### src/logic/mem_config.svh
`ifndef MEM_CONFIG_SVH
`define MEM_CONFIG_SVH

`default_nettype none

// Entry point for all exceptions and interrupts
`define MEM_EXC_VECTOR 32'hBFC0_0380

// BEV and EXL set
`define MEM_STATUS_RESET 32'h0040_0002

// Count ticks once every this many cycles
`define MEM_COUNT_DIV 2

`default_nettype wire

`endif

### src/logic/cp0_pkg.sv
`default_nettype none

package cp0_pkg;

	typedef enum logic [1:0] {
		CP0_NONE = 2'd0,
		CP0_MTC0 = 2'd1,
		CP0_EXC  = 2'd2,
		CP0_ERET = 2'd3
	} cp0_op_t;

	// Cause.ExcCode values
	typedef enum logic [4:0] {
		EXC_INT  = 5'd0,
		EXC_ADEL = 5'd4,
		EXC_ADES = 5'd5,
		EXC_SYS  = 5'd8,
		EXC_BP   = 5'd9,
		EXC_RI   = 5'd10,
		EXC_OV   = 5'd12
	} exc_code_t;

	typedef enum logic [4:0] {
		REG_BADVADDR = 5'd8,
		REG_COUNT    = 5'd9,
		REG_COMPARE  = 5'd11,
		REG_STATUS   = 5'd12,
		REG_CAUSE    = 5'd13,
		REG_EPC      = 5'd14
	} cp0_reg_t;

	typedef struct packed {
		logic [8:0] rsv_31_23;
		logic       bev;
		logic [5:0] rsv_21_16;
		logic [7:0] im;
		logic [5:0] rsv_7_2;
		logic       exl;
		logic       ie;
	} cp0_status_t;

	// MTC0 writes the raw word, interrupt logic reads fields
	typedef union packed {
		logic [31:0] raw;
		cp0_status_t f;
	} cp0_status_u;

endpackage

`default_nettype wire

### src/logic/mem_ops_pkg.sv
`default_nettype none

package mem_ops_pkg;

	// Same encoding as the data port size code
	typedef enum logic [1:0] {
		SIZE_BYTE = 2'd0,
		SIZE_HALF = 2'd1,
		SIZE_WORD = 2'd2
	} mem_size_t;

	// LEFT marks LWL/SWL, RIGHT marks LWR/SWR
	typedef enum logic [1:0] {
		PART_NONE  = 2'd0,
		PART_LEFT  = 2'd1,
		PART_RIGHT = 2'd2
	} part_op_t;

endpackage

`default_nettype wire

### src/logic/cp0_regfile.sv
`timescale 1ns/10ps
`include "mem_config.svh"
`default_nettype none

module cp0_regfile (
	input  wire                     clk,
	input  wire                     rst_n,
	input  wire                     stall,
	input  wire [5:0]               ext_int,
	input  wire cp0_pkg::cp0_op_t   cp0_op,
	input  wire cp0_pkg::exc_code_t exc_code,
	input  wire [31:0]              pc,
	input  wire                     in_delay_slot,
	input  wire                     badvaddr_wen,
	input  wire [31:0]              badvaddr,
	input  wire [4:0]               raddr,
	input  wire [4:0]               waddr,
	input  wire [31:0]              wdata,
	output logic [31:0]             rdata,
	output cp0_pkg::cp0_status_u    status,
	output logic [31:0]             cause,
	output logic [31:0]             epc
);
	import cp0_pkg::*;

	cp0_status_u wr_status;
	logic        upd;
	logic        mtc0_en;
	logic        count_tick;
	logic [3:0]  div_cnt;
	logic [31:0] count;
	logic [31:0] compare;
	logic [31:0] badvaddr_r;
	logic        timer_int;
	logic [5:0]  ip_hw;
	logic [1:0]  ip_sw;
	logic        cause_bd;
	exc_code_t   cause_exc;

	assign wr_status.raw = wdata;
	assign upd           = !stall && cp0_op != CP0_NONE;
	assign mtc0_en       = upd && cp0_op == CP0_MTC0;
	assign count_tick    = div_cnt == 4'(`MEM_COUNT_DIV - 1);

	assign cause = {cause_bd, timer_int, 14'd0, ip_hw, ip_sw, 1'b0, cause_exc, 2'b00};

	// Count runs through stalls
	always_ff @(posedge clk) begin
		if (!rst_n) begin
			div_cnt <= 4'd0;
			count   <= 32'd0;
		end else begin
			div_cnt <= count_tick ? 4'd0 : div_cnt + 4'd1;
			if (mtc0_en && waddr == REG_COUNT) begin
				count <= wdata;
			end else if (count_tick) begin
				count <= count + 32'd1;
			end
		end
	end

	// Timer shares IP7 with ext_int[5]
	always_ff @(posedge clk) begin
		if (!rst_n) begin
			timer_int <= 1'b0;
			ip_hw     <= 6'd0;
		end else begin
			if (mtc0_en && waddr == REG_COMPARE) begin
				timer_int <= 1'b0;
			end else if (count_tick && count + 32'd1 == compare) begin
				timer_int <= 1'b1;
			end
			if (!stall) begin
				ip_hw <= {ext_int[5] | timer_int, ext_int[4:0]};
			end
		end
	end

	always_ff @(posedge clk) begin
		if (!rst_n) begin
			status.raw <= `MEM_STATUS_RESET;
			cause_bd   <= 1'b0;
			cause_exc  <= EXC_INT;
			ip_sw      <= 2'd0;
			epc        <= 32'd0;
			compare    <= 32'd0;
		end else if (upd) begin
			case (cp0_op)
				CP0_EXC: begin
					status.f.exl <= 1'b1;
					cause_bd     <= in_delay_slot;
					cause_exc    <= exc_code;
					// Branch pc when the faulting instruction is in a delay slot
					epc          <= in_delay_slot ? pc - 32'd4 : pc;
				end
				CP0_ERET: begin
					status.f.exl <= 1'b0;
				end
				CP0_MTC0: begin
					case (waddr)
						REG_STATUS: begin
							status.f.bev <= wr_status.f.bev;
							status.f.im  <= wr_status.f.im;
							status.f.exl <= wr_status.f.exl;
							status.f.ie  <= wr_status.f.ie;
						end
						REG_CAUSE:   ip_sw <= wdata[9:8];
						REG_EPC:     epc <= wdata;
						REG_COMPARE: compare <= wdata;
						default: ;
					endcase
				end
				default: ;
			endcase
		end
	end

	always_ff @(posedge clk) begin
		if (upd && badvaddr_wen) begin
			badvaddr_r <= badvaddr;
		end
	end

	always_comb begin
		case (raddr)
			REG_BADVADDR: rdata = badvaddr_r;
			REG_COUNT:    rdata = count;
			REG_COMPARE:  rdata = compare;
			REG_STATUS:   rdata = status.raw;
			REG_CAUSE:    rdata = cause;
			REG_EPC:      rdata = epc;
			default:      rdata = 32'd0;
		endcase
	end

endmodule

`default_nettype wire

### src/logic/data_addr_check.sv
`timescale 1ns/10ps
`default_nettype none

module data_addr_check (
	input  wire                         valid,
	input  wire                         mem_req,
	input  wire                         wr,
	input  wire mem_ops_pkg::mem_size_t size,
	input  wire mem_ops_pkg::part_op_t  part_op,
	input  wire [1:0]                   addr,
	output logic                        addr_err_load,
	output logic                        addr_err_store,
	output logic                        req_ok
);
	import mem_ops_pkg::*;

	logic active;
	logic misaligned;

	assign active = valid && mem_req;

	// LWL/LWR/SWL/SWR may start at any byte
	always_comb begin
		misaligned = 1'b0;
		if (part_op == PART_NONE) begin
			case (size)
				SIZE_HALF: misaligned = addr[0];
				SIZE_WORD: misaligned = |addr;
				default:   misaligned = 1'b0;
			endcase
		end
	end

	assign addr_err_load  = active && !wr && misaligned;
	assign addr_err_store = active && wr && misaligned;
	assign req_ok         = active && !misaligned;

endmodule

`default_nettype wire

### src/logic/exc_handler.sv
`timescale 1ns/10ps
`include "mem_config.svh"
`default_nettype none

module exc_handler (
	input  wire                       valid,
	input  wire [31:0]                addr,
	input  wire                       addr_err_load,
	input  wire                       addr_err_store,
	input  wire                       reserved_instr,
	input  wire                       intovf,
	input  wire                       is_break,
	input  wire                       is_syscall,
	input  wire                       is_eret,
	input  wire                       is_mtc0,
	input  wire cp0_pkg::cp0_status_u status,
	input  wire [31:0]                cause,
	input  wire [31:0]                epc,
	output logic                      exc_valid,
	output logic [31:0]               exc_addr,
	output cp0_pkg::cp0_op_t          cp0_op,
	output cp0_pkg::exc_code_t        exc_code,
	output logic                      badvaddr_wen,
	output logic [31:0]               badvaddr
);
	import cp0_pkg::*;

	logic int_pending;
	logic exc_any;

	assign int_pending = status.f.ie && !status.f.exl && |(cause[15:8] & status.f.im);

	// Interrupt first, then address error, RI, Ov, Bp, Sys
	always_comb begin
		exc_any  = 1'b1;
		exc_code = EXC_INT;
		if (int_pending) begin
			exc_code = EXC_INT;
		end else if (addr_err_load) begin
			exc_code = EXC_ADEL;
		end else if (addr_err_store) begin
			exc_code = EXC_ADES;
		end else if (reserved_instr) begin
			exc_code = EXC_RI;
		end else if (intovf) begin
			exc_code = EXC_OV;
		end else if (is_break) begin
			exc_code = EXC_BP;
		end else if (is_syscall) begin
			exc_code = EXC_SYS;
		end else begin
			exc_any = 1'b0;
		end
	end

	always_comb begin
		cp0_op = CP0_NONE;
		if (valid) begin
			if (exc_any) begin
				cp0_op = CP0_EXC;
			end else if (is_eret) begin
				cp0_op = CP0_ERET;
			end else if (is_mtc0) begin
				cp0_op = CP0_MTC0;
			end
		end
	end

	assign exc_valid = valid && (exc_any || is_eret);
	assign exc_addr  = (is_eret && !exc_any) ? epc : `MEM_EXC_VECTOR;

	// BadVAddr only for data address errors
	assign badvaddr_wen = cp0_op == CP0_EXC && (exc_code == EXC_ADEL || exc_code == EXC_ADES);
	assign badvaddr     = addr;

endmodule

`default_nettype wire

### src/logic/load_extend.sv
`timescale 1ns/10ps
`default_nettype none

module load_extend (
	input  wire mem_ops_pkg::mem_size_t size,
	input  wire mem_ops_pkg::part_op_t  part_op,
	input  wire                         load_signed,
	input  wire [1:0]                   offset,
	input  wire [31:0]                  rdata,
	input  wire [31:0]                  rt_data,
	output logic [31:0]                 result
);
	import mem_ops_pkg::*;

	logic [31:0] shifted;
	logic [7:0]  byte_val;
	logic [15:0] half_val;

	assign shifted  = rdata >> {offset, 3'b000};
	assign byte_val = shifted[7:0];
	assign half_val = offset[1] ? rdata[31:16] : rdata[15:0];

	always_comb begin
		result = rdata;
		case (part_op)
			// Memory bytes fill the top of rt
			PART_LEFT: begin
				case (offset)
					2'd0: result = {rdata[7:0], rt_data[23:0]};
					2'd1: result = {rdata[15:0], rt_data[15:0]};
					2'd2: result = {rdata[23:0], rt_data[7:0]};
					default: result = rdata;
				endcase
			end
			// Memory bytes fill the bottom of rt
			PART_RIGHT: begin
				case (offset)
					2'd1: result = {rt_data[31:24], rdata[31:8]};
					2'd2: result = {rt_data[31:16], rdata[31:16]};
					2'd3: result = {rt_data[31:8], rdata[31:24]};
					default: result = rdata;
				endcase
			end
			default: begin
				case (size)
					SIZE_BYTE: result = {{24{load_signed & byte_val[7]}}, byte_val};
					SIZE_HALF: result = {{16{load_signed & half_val[15]}}, half_val};
					default:   result = rdata;
				endcase
			end
		endcase
	end

endmodule

`default_nettype wire

### src/logic/mem_stage.sv
`timescale 1ns/10ps
`default_nettype none

module mem_stage (
	input  wire                         clk,
	input  wire                         rst_n,
	input  wire [5:0]                   ext_int,
	input  wire                         stall,
	input  wire                         in_valid,
	input  wire                         mem_req,
	input  wire                         mem_wr,
	input  wire mem_ops_pkg::mem_size_t size,
	input  wire mem_ops_pkg::part_op_t  part_op,
	input  wire                         load_signed,
	input  wire [31:0]                  addr,
	input  wire [31:0]                  rt_data,
	input  wire [31:0]                  pc,
	input  wire                         in_delay_slot,
	input  wire                         reserved_instr,
	input  wire                         intovf,
	input  wire                         is_break,
	input  wire                         is_syscall,
	input  wire                         is_eret,
	input  wire                         is_mfc0,
	input  wire                         is_mtc0,
	input  wire [4:0]                   cp0_addr,
	output logic                        data_req,
	output logic                        data_wr,
	output logic [1:0]                  data_size,
	output logic [31:0]                 data_addr,
	output logic [31:0]                 data_wdata,
	input  wire [31:0]                  data_rdata,
	output logic [31:0]                 load_data,
	output logic [31:0]                 cp0_rdata,
	output logic                        exc_valid,
	output logic [31:0]                 exc_addr
);
	import cp0_pkg::*;

	logic        addr_err_load;
	logic        addr_err_store;
	logic        req_ok;
	logic [1:0]  port_offset;
	cp0_op_t     cp0_op;
	exc_code_t   exc_code;
	logic        badvaddr_wen;
	logic [31:0] badvaddr;
	cp0_status_u status;
	logic [31:0] cause;
	logic [31:0] epc;
	logic [31:0] cp0_rd;

	data_addr_check i_data_addr_check (
		.valid(in_valid),
		.mem_req(mem_req),
		.wr(mem_wr),
		.size(size),
		.part_op(part_op),
		.addr(addr[1:0]),
		.addr_err_load(addr_err_load),
		.addr_err_store(addr_err_store),
		.req_ok(req_ok)
	);

	store_align i_store_align (
		.size(size),
		.part_op(part_op),
		.offset(addr[1:0]),
		.rt_data(rt_data),
		.port_size(data_size),
		.port_offset(port_offset),
		.wdata(data_wdata)
	);

	load_extend i_load_extend (
		.size(size),
		.part_op(part_op),
		.load_signed(load_signed),
		.offset(addr[1:0]),
		.rdata(data_rdata),
		.rt_data(rt_data),
		.result(load_data)
	);

	exc_handler i_exc_handler (
		.valid(in_valid),
		.addr(addr),
		.addr_err_load(addr_err_load),
		.addr_err_store(addr_err_store),
		.reserved_instr(reserved_instr),
		.intovf(intovf),
		.is_break(is_break),
		.is_syscall(is_syscall),
		.is_eret(is_eret),
		.is_mtc0(is_mtc0),
		.status(status),
		.cause(cause),
		.epc(epc),
		.exc_valid(exc_valid),
		.exc_addr(exc_addr),
		.cp0_op(cp0_op),
		.exc_code(exc_code),
		.badvaddr_wen(badvaddr_wen),
		.badvaddr(badvaddr)
	);

	cp0_regfile i_cp0_regfile (
		.clk(clk),
		.rst_n(rst_n),
		.stall(stall),
		.ext_int(ext_int),
		.cp0_op(cp0_op),
		.exc_code(exc_code),
		.pc(pc),
		.in_delay_slot(in_delay_slot),
		.badvaddr_wen(badvaddr_wen),
		.badvaddr(badvaddr),
		.raddr(cp0_addr),
		.waddr(cp0_addr),
		.wdata(rt_data),
		.rdata(cp0_rd),
		.status(status),
		.cause(cause),
		.epc(epc)
	);

	// No request goes out for a flushed instruction
	assign data_req  = req_ok && !exc_valid;
	assign data_wr   = mem_wr;
	assign data_addr = {addr[31:2], port_offset};
	assign cp0_rdata = is_mfc0 ? cp0_rd : 32'd0;

endmodule

`default_nettype wire

### src/logic/store_align.sv
`timescale 1ns/10ps
`default_nettype none

module store_align (
	input  wire mem_ops_pkg::mem_size_t size,
	input  wire mem_ops_pkg::part_op_t  part_op,
	input  wire [1:0]                   offset,
	input  wire [31:0]                  rt_data,
	output logic [1:0]                  port_size,
	output logic [1:0]                  port_offset,
	output logic [31:0]                 wdata
);
	import mem_ops_pkg::*;

	// Three-byte writes use word size with a nonzero offset
	// offset 1 covers bytes 3:1, offset 2 covers bytes 2:0
	always_comb begin
		port_size   = SIZE_WORD;
		port_offset = offset;
		wdata       = rt_data;
		case (part_op)
			PART_LEFT: begin
				wdata = rt_data >> {~offset, 3'b000};
				case (offset)
					2'd0: port_size = SIZE_BYTE;
					2'd1: port_size = SIZE_HALF;
					default: port_size = SIZE_WORD;
				endcase
				// Only the three-byte case keeps its offset
				port_offset = (offset == 2'd2) ? 2'd2 : 2'd0;
			end
			PART_RIGHT: begin
				wdata = rt_data << {offset, 3'b000};
				case (offset)
					2'd2: port_size = SIZE_HALF;
					2'd3: port_size = SIZE_BYTE;
					default: port_size = SIZE_WORD;
				endcase
			end
			default: begin
				port_size = size;
				case (size)
					SIZE_BYTE: wdata = {4{rt_data[7:0]}};
					SIZE_HALF: wdata = {2{rt_data[15:0]}};
					default:   wdata = rt_data;
				endcase
			end
		endcase
	end

endmodule

`default_nettype wire

### config.mk
export PLATFORM = sky130hd
export DESIGN_NAME = mem_stage
export DESIGN_NICKNAME = d
export VERILOG_FILES = /design/src/logic/cp0_pkg.sv /design/src/logic/mem_ops_pkg.sv /design/src/logic/cp0_regfile.sv /design/src/logic/data_addr_check.sv /design/src/logic/exc_handler.sv /design/src/logic/load_extend.sv /design/src/logic/mem_stage.sv /design/src/logic/store_align.sv
export VERILOG_INCLUDE_DIRS = /design/src /design/src/logic
export SDC_FILE = /design/constraint.sdc
export NUM_CORES = 1
export LEC_CHECK = 0
export BUFFER_PORTS_ARGS = -buffer_cell sky130_fd_sc_hd__buf_2
export CAP_MARGIN = 10
export CELL_PAD_IN_SITES_DETAIL_PLACEMENT = 1
export CELL_PAD_IN_SITES_GLOBAL_PLACEMENT = 2
export CORE_MARGIN = 3
export CORE_UTILIZATION = 31
export DETAILED_ROUTE_END_ITERATION = 16
export PLACE_DENSITY_LB_ADDON = 0.05
export SYNTH_ARGS = -nofsm -noshare
export SYNTH_HDL_FRONTEND = slang
export SYNTH_SLANG_ARGS = --single-unit
### constraint.sdc
create_clock -name clk -period 4.6 [get_ports clk]
set_input_delay 0.23 -clock clk [delete_from_list [all_inputs] [get_ports clk]]
set_output_delay 0.23 -clock clk [all_outputs]
set_load 0.02 [all_outputs]
# [Word level (Yosys, flattened, before mapping)]
# Cells that the tools add are included.
[totals] regBits=158 input_bits=158 output_inout_bits=165
[classes] add_sub_neg=3 n_eq_ne=22 shifts=3 muxes=42 n_bitwise=6 n_reduce_logical=43
[op_table] op="$pmux W32 S2" n=5
[op_table] op="$mux W32" n=6
[op_table] op="$pmux W32 S3" n=2
[op_table] op="$pmux W32 S6" n=1
[op_table] op="$add A32 B1 Y32 const B" n=1
[op_table] op="$eq A32 B32 Y1" n=1
[op_table] op="$shl A32 B5 Y32" n=1
[op_table] op="$shr A32 B5 Y32" n=1
[op_table] op="$shr A32 B5 Y8" n=1
[op_table] op="$sub A32 B3 Y32 const B" n=1
[op_table] op="$eq A5 B4 Y1 const B" n=6
[op_table] op="$mux W5" n=6
[op_table] op="$logic_and A1 B1 Y1" n=18
[op_table] op="$mux W16" n=1
[op_table] op="$reduce_and A3 Y1" n=5
[op_table] op="$eq A2 B2 Y1 const B" n=6
[op_table] op="$mux W2" n=6
[op_table] op="$pmux W2 S2" n=3
[op_table] op="$eq A5 B3 Y1 const B" n=2
[op_table] op="$mux W1" n=9
[op_table] op="$and A8 B8 Y8" n=1
[op_table] op="$eq A2 B1 Y1 const B" n=4
[op_table] op="$reduce_or A8 Y1" n=1
[op_table] op="$logic_not A1 Y1" n=6
[op_table] op="16 further kinds" n=25

# [Logic depth before layout (Yosys ltp)]
[logic_depth] word_depth=14 depth_mapped=12

# [By module]
# A second synthesis with hierarchy kept.
[unflattened] hier_cells=1821 hier_area_um2=14298.7
[modules_own_cells] module="cp0_regfile" n_inst=1 cells_each=1081 area_each_um2=8984.9 seq_area_each_um2=3483.3
[modules_own_cells] module="load_extend" n_inst=1 cells_each=310 area_each_um2=2332.2 seq_area_each_um2=0.0
[modules_own_cells] module="store_align" n_inst=1 cells_each=225 area_each_um2=1600.3 seq_area_each_um2=0.0
[modules_own_cells] module="exc_handler" n_inst=1 cells_each=126 area_each_um2=799.5 seq_area_each_um2=0.0
[modules_own_cells] module="mem_stage" n_inst=1 cells_each=67 area_each_um2=494.2 seq_area_each_um2=0.0
[modules_own_cells] module="data_addr_check" n_inst=1 cells_each=12 area_each_um2=87.6 seq_area_each_um2=0.0

# [Least setup slack after synthesis]
# No wires, ideal clock.
[synth_path] kind="input port to flip-flop" from="in size[0]" to="reg i_cp0_regfile.badvaddr_r[0], enable pin" setup_ps=461 arrival_time_ps=3079 t_required_ps=4139 slack_ps=1060 cell_stages=6 path_buffers=0 cell_sequence="inv_1 ha_1 nand2_1 a21oi_1 nand3_1 nor3_1"
[synth_between] elab_chain_len=12 elab_cells_between_ends=22 classes_between="5 x eq/ne; 10 x mux; 7 x reduce/logical"
[synth_lines] element="start, declared" line_no="mem_stage.sv:12" rtl="input wire mem_ops_pkg::mem_size_t size,"
[synth_lines] element="$eq A2 B2 Y1 / $eq A2 B1 Y1 (equally long branches)" line_no="data_addr_check.sv:26" rtl="case (size)"
[synth_lines] element="$pmux W1 S2 (*)" line_no="data_addr_check.sv:26"
[synth_lines] element="$mux W1 (*)" line_no="data_addr_check.sv:25" rtl="if (part_op == PART_NONE) begin"
[synth_lines] element="$logic_and A1 B1 Y1" line_no="data_addr_check.sv:35" rtl="assign addr_err_store = active && wr && misaligned;"
[synth_lines] element="$mux W1" line_no="exc_handler.sv:41" rtl="end else if (addr_err_store) begin"
[synth_lines] element="$mux W1" line_no="exc_handler.sv:39" rtl="end else if (addr_err_load) begin"
[synth_lines] element="$mux W1" line_no="exc_handler.sv:37" rtl="if (int_pending) begin"
[synth_lines] element="$mux W2" line_no="exc_handler.sv:59" rtl="if (exc_any) begin"
[synth_lines] element="$mux W2" line_no="exc_handler.sv:58" rtl="if (valid) begin"
[synth_lines] element="$eq A2 B2 Y1 / $reduce_bool A2 Y1 (equally long branches)" line_no="exc_handler.sv:73, cp0_regfile.sv:41"
[synth_lines] element="$logic_and A1 B1 Y1 (on tied branches)" line_no="exc_handler.sv:73, cp0_regfile.sv:41"
[synth_lines] element="$logic_and A1 B1 Y1 (*)" line_no="cp0_regfile.sv:119" rtl="if (upd && badvaddr_wen) begin"
[synth_lines] element="end signal, assigned" line_no="cp0_regfile.sv:120" rtl="badvaddr_r <= badvaddr;"
[synth_lines] element="end, declared" line_no="cp0_regfile.sv:33" rtl="logic [31:0] badvaddr_r;"
# Mark *: on every way between the ends. The rest lies on a longest branch, timed or not.
# A chain may end at the register's enable or synchronous reset.

# [Worst setup path in the final report]
[layout_path] from="in addr[0]" to="out data_wdata[11]"
[layout_between] elab_chain_len=3 elab_cells_between_ends=4 classes_between="2 x shift; 1 x mux; 1 x bitwise"
[layout_lines] element="start, declared" line_no="mem_stage.sv:15" rtl="input wire [31:0] addr,"
[layout_lines] element="$not A2 Y2" line_no="store_align.sv:23" rtl="wdata = rt_data >> {~offset, 3'b000};"
[layout_lines] element="$shr A32 B5 Y32" line_no="store_align.sv:23"
[layout_lines] element="$pmux W32 S2 (*)" line_no="store_align.sv:21" rtl="case (part_op)"
[layout_lines] element="end, declared" line_no="mem_stage.sv:31" rtl="output logic [31:0] data_wdata,"
# Marks and branches as above.

==> summary.txt <==
Drt
  • Routed Antenna Nets: 0
  • Wire per inst: 27.2 um
  • First drt pass iteration count: 6
  • WL final: 65.7 mm
  • DR vias: 14,100
  • Post-route DRC violation count: 0
  • Drt initial violations: 1,340
  • Vias/cell: 5.84

Timing
  • Slew of the pin with the lowest slew margin: 1140 ps
  • Unrepaired setup endpoints after global routing: no
  • Fin. Hold Viols: 0
  • Relative slew margins: 0.237
  • Tcrit/Tclk final: 0.733
  • Fin Setup TNS: 0 ps
  • Max Slew Vio Count: 0
  • Fin crit period: 3370 ps
  • Setup violators final: 0
  • Worst Clk Skew: 20.9 ps
  • Final WS setup: 1230 ps
  • Max Clk Rate: 0.297 GHz

Critical path
  • Slowest stage cell on the critical path: buf_4
  • WP data required: 4370 ps
  • Crit Path Class: in -> out
  • Crit path DAT: 3140 ps
  • CP most frequent cell: buf_4
  • Largest fanout on the critical path: 44
  • Startpoint class of the critical path: input pin
  • Slowest cell delay on critical path: 550 ps
  • Cell Chain, Critical Path: buf_4 > buf_4 > inv_1 > nor2_1 > a22o_1 > nand2_1 > a41oi_1 > buf_2
  • Crit path capture type: output port

Placed design
  • Worst setup slack after placement: 1320 ps
  • Dpl cell area: 14,400 um^2
  • PortBufs: about 320
  • DP Wirelength: 46.8 mm
  • Placer congestion estimate: 0.874

Clocking
  • H-tree Lvls: 4
  • CTS Root Cell: clkbuf_16
  • Clk buf depth: 2
  • TritonCTS clock tree: built
  • Clock-pin transition on the worst setup and hold timing paths: 70 ps
  • CTS Buf Count: 17
  • CTS sink cnt: 157
  • Clock Latency Late Sink: 450 ps

Global routing
  • GRT Util Overall: 0.291
  • Largest net degree at the start of global routing: 65
  • Global route overflow: 0
  • Grt met1 use: 0.410
  • Vias in the first global route: 14,200
  • GRT met2 Usage: 0.445
  • Global routing's busiest layer: met2
  • First-pass GRT wire length: between 90 and 100 mm
  • Initial antenna violation count: 2
  • Met3 GRT Util: 0.0766

Floorplanning
  • Core ar.: 40,200 um^2
  • Die footprint: around 44,000 um^2
  • Die X: 209 um
  • Initial Util: 0.318
  • Die Ht: about 210 um
  • # IOs: 323
  • Rows: 73

Yosys
  • Synth Net Count: 1,856
  • Yosys warnings: 0
  • Sequential area share after synthesis: 0.271
  • Synth Instances: 1,688
  • Post-Synthesis Cell Area: 12,800 um^2
  • Synthesized area per cell: 7.57 um^2
  • Ys flop type: dfxtp_1
  • Yosys reg bits: between 150 and 200
  • Async S/R FF share, synth: 0
  • Synth cell types: 81
  • EDFF count, synth: 32

Power
  • LEAKAGE: about 6.0 nW
  • Sw frac: 0.349
  • Seq pwr share: 0.363
  • Peak VDD IR: about 230 uV
  • Pwr/cell area: 265 nW/um^2
  • Clock share of power: 0.373
  • NetSw: roughly 1.4 mW
  • Comb pwr share: 0.265
  • Int Pwr: around 2.6 mW

Flow run
  • Max Cap Viol: 0

Layout
  • Most frequent cells in the layout: 320 x buf_2, 224 x nand2_1, 186 x a21oi_1
  • Post-layout instance area: 15,300 um^2
  • # nets final: around 2,000
  • # fillers: 4,956
  • Most common cell after layout, fill and taps aside: buf_2
  • Multi-input combinational cell area: around 8400 um^2
  • Fin util: 0.380
  • Share of cells above drive strength 1: 0.235
  • Area grow syn2layout: 19.7%
  • Sequential cell area: 3460 um^2

Hold path
  • Hold Crit Class: in -> reg

Run status
  • Status: finished, final reports clean
[worst paths after layout]
path	startpoint	end	slack, ps	cells after the start
setup / recovery	addr[0]	data_wdata[11]	1230	8
hold / removal	ext_int[2]	i_cp0_regfile.ip_hw[2]$_SDFFE_PN0N_	10	3
setup reg to reg	i_cp0_regfile.status[10]$_SDFFE_PN0P_	i_cp0_regfile.compare[6]$_SDFFE_PN0P_	1470	8
hold reg to reg	i_cp0_regfile.div_cnt[0]$_SDFF_PP0_	i_cp0_regfile.div_cnt[0]$_SDFF_PP0_	480	1
[sequential cells by signal (all words and copies together), names as in the netlist]
name and count:
i_cp0_regfile.badvaddr_r 32, i_cp0_regfile.compare 32, i_cp0_regfile.count 32, i_cp0_regfile.epc 32, i_cp0_regfile.status 11, i_cp0_regfile.ip_hw 6
i_cp0_regfile.cause_exc 4, i_cp0_regfile.div_cnt 4, i_cp0_regfile.ip_sw 2, i_cp0_regfile.cause_bd 1, i_cp0_regfile.timer_int 1
[worst max-delay path: cells and delay by family]
kind	cells	cell delay (ps)
buf+inv	4	1680
compound gates	2	570
simple gates	2	610
[power by group through the flow]
stage / sequential (mW) / clock [mW] / combinational, mW
6_report: 1.47 / 1.51 / 1.07
5_1_grt: 1.47 / 1.59 / 1.15
4_1_cts: 1.47 / 1.54 / 1.06
3_5_place_dp: 1.50 / 0 / 1.04
3_3_place_gp: 1.50 / 0 / 1.04
2_1_floorplan: 1.48 / 0 / 0.637
[stage by stage]
step | hold WS (ps) | power (mW) | cells
detailed placement | 422 | 2.54 | 2360
floorplan | 329 | 2.11 | 1688
finish | 11.9 | 4.05 | 2420
global placement | 419 | 2.53 | 2360
CTS | 4.61 | 4.07 | 2419
global route | 3.06 | 4.21 | 2419
[layout make-up]
cell class                 instances  area share
antenna                            1    0.000164
clock buffer                      20      0.0327
clock inverter                    12     0.00786
inverter                          16     0.00393
multi-input combinational       1309       0.547
sequential                       157       0.227
tap                              525      0.0430
timing repair buffer             380       0.139
[repair_timing]
action / CTS / global route
endpoints found under the hold margin: 27 / 0
buffers inserted: 0 / 0
resized for setup: 0 / 0
hold buffers: 27 / 0
[synthesized netlist by cell type, types with 5 or more instances]
master      n  area [um^2]
a311oi_1    6         52.6
nand3_1    44          220
nand2b_1   22          138
nor3_1     31          155
and2_1      5         31.3
a32oi_1     7         61.3
a211oi_1   61          458
or3_1       7         43.8
nor2b_1     5         31.3
a21o_1      8         60.1
a22o_1     23          201
nand4_1     9         56.3
xor2_1     35          307
and3_1     24          150
a21oi_1   186          931
dfxtp_1   125         2500
clkbuf_1  132          495
nor2_1    159          597
o221ai_1    5         43.8
o211a_1     7         70.1
mux4_2      8          180
buf_1      11         41.3
buf_4      34          255
o211ai_1    8         60.1
nand2_1   225          845
o21ai_0    45          225
ha_1       10          125
buf_2      27          135
nor4_1      9         56.3
mux2i_1    61          611
a221o_1     9         90.1
mux2_2     19          214
a22oi_1    79          593
inv_1      15         56.3
xnor2_1    72          631
edfxtp_1   32          961
a31oi_1    26          163
a222oi_1   19          190
[cells by family after synthesis]
logic type | after synthesis | share of synthesized area
fa+ha+maj | 10 | 0.00980
flops | 157 | 0.271
xor+xnor | 107 | 0.0734
simple gates | 580 | 0.216
compound gates | 524 | 0.272
buf+inv | 222 | 0.0781
mux | 88 | 0.0787
[routing by layer]
layer | vias to the layer above | part of all wire
met5 | - | 0.00024
met2 | 544 | 0.44
li1 | 6513 | -
met4 | 2 | 0.018
met1 | 7025 | 0.46
met3 | 60 | 0.085
Note: power is estimated with default switching activity, not from simulation.
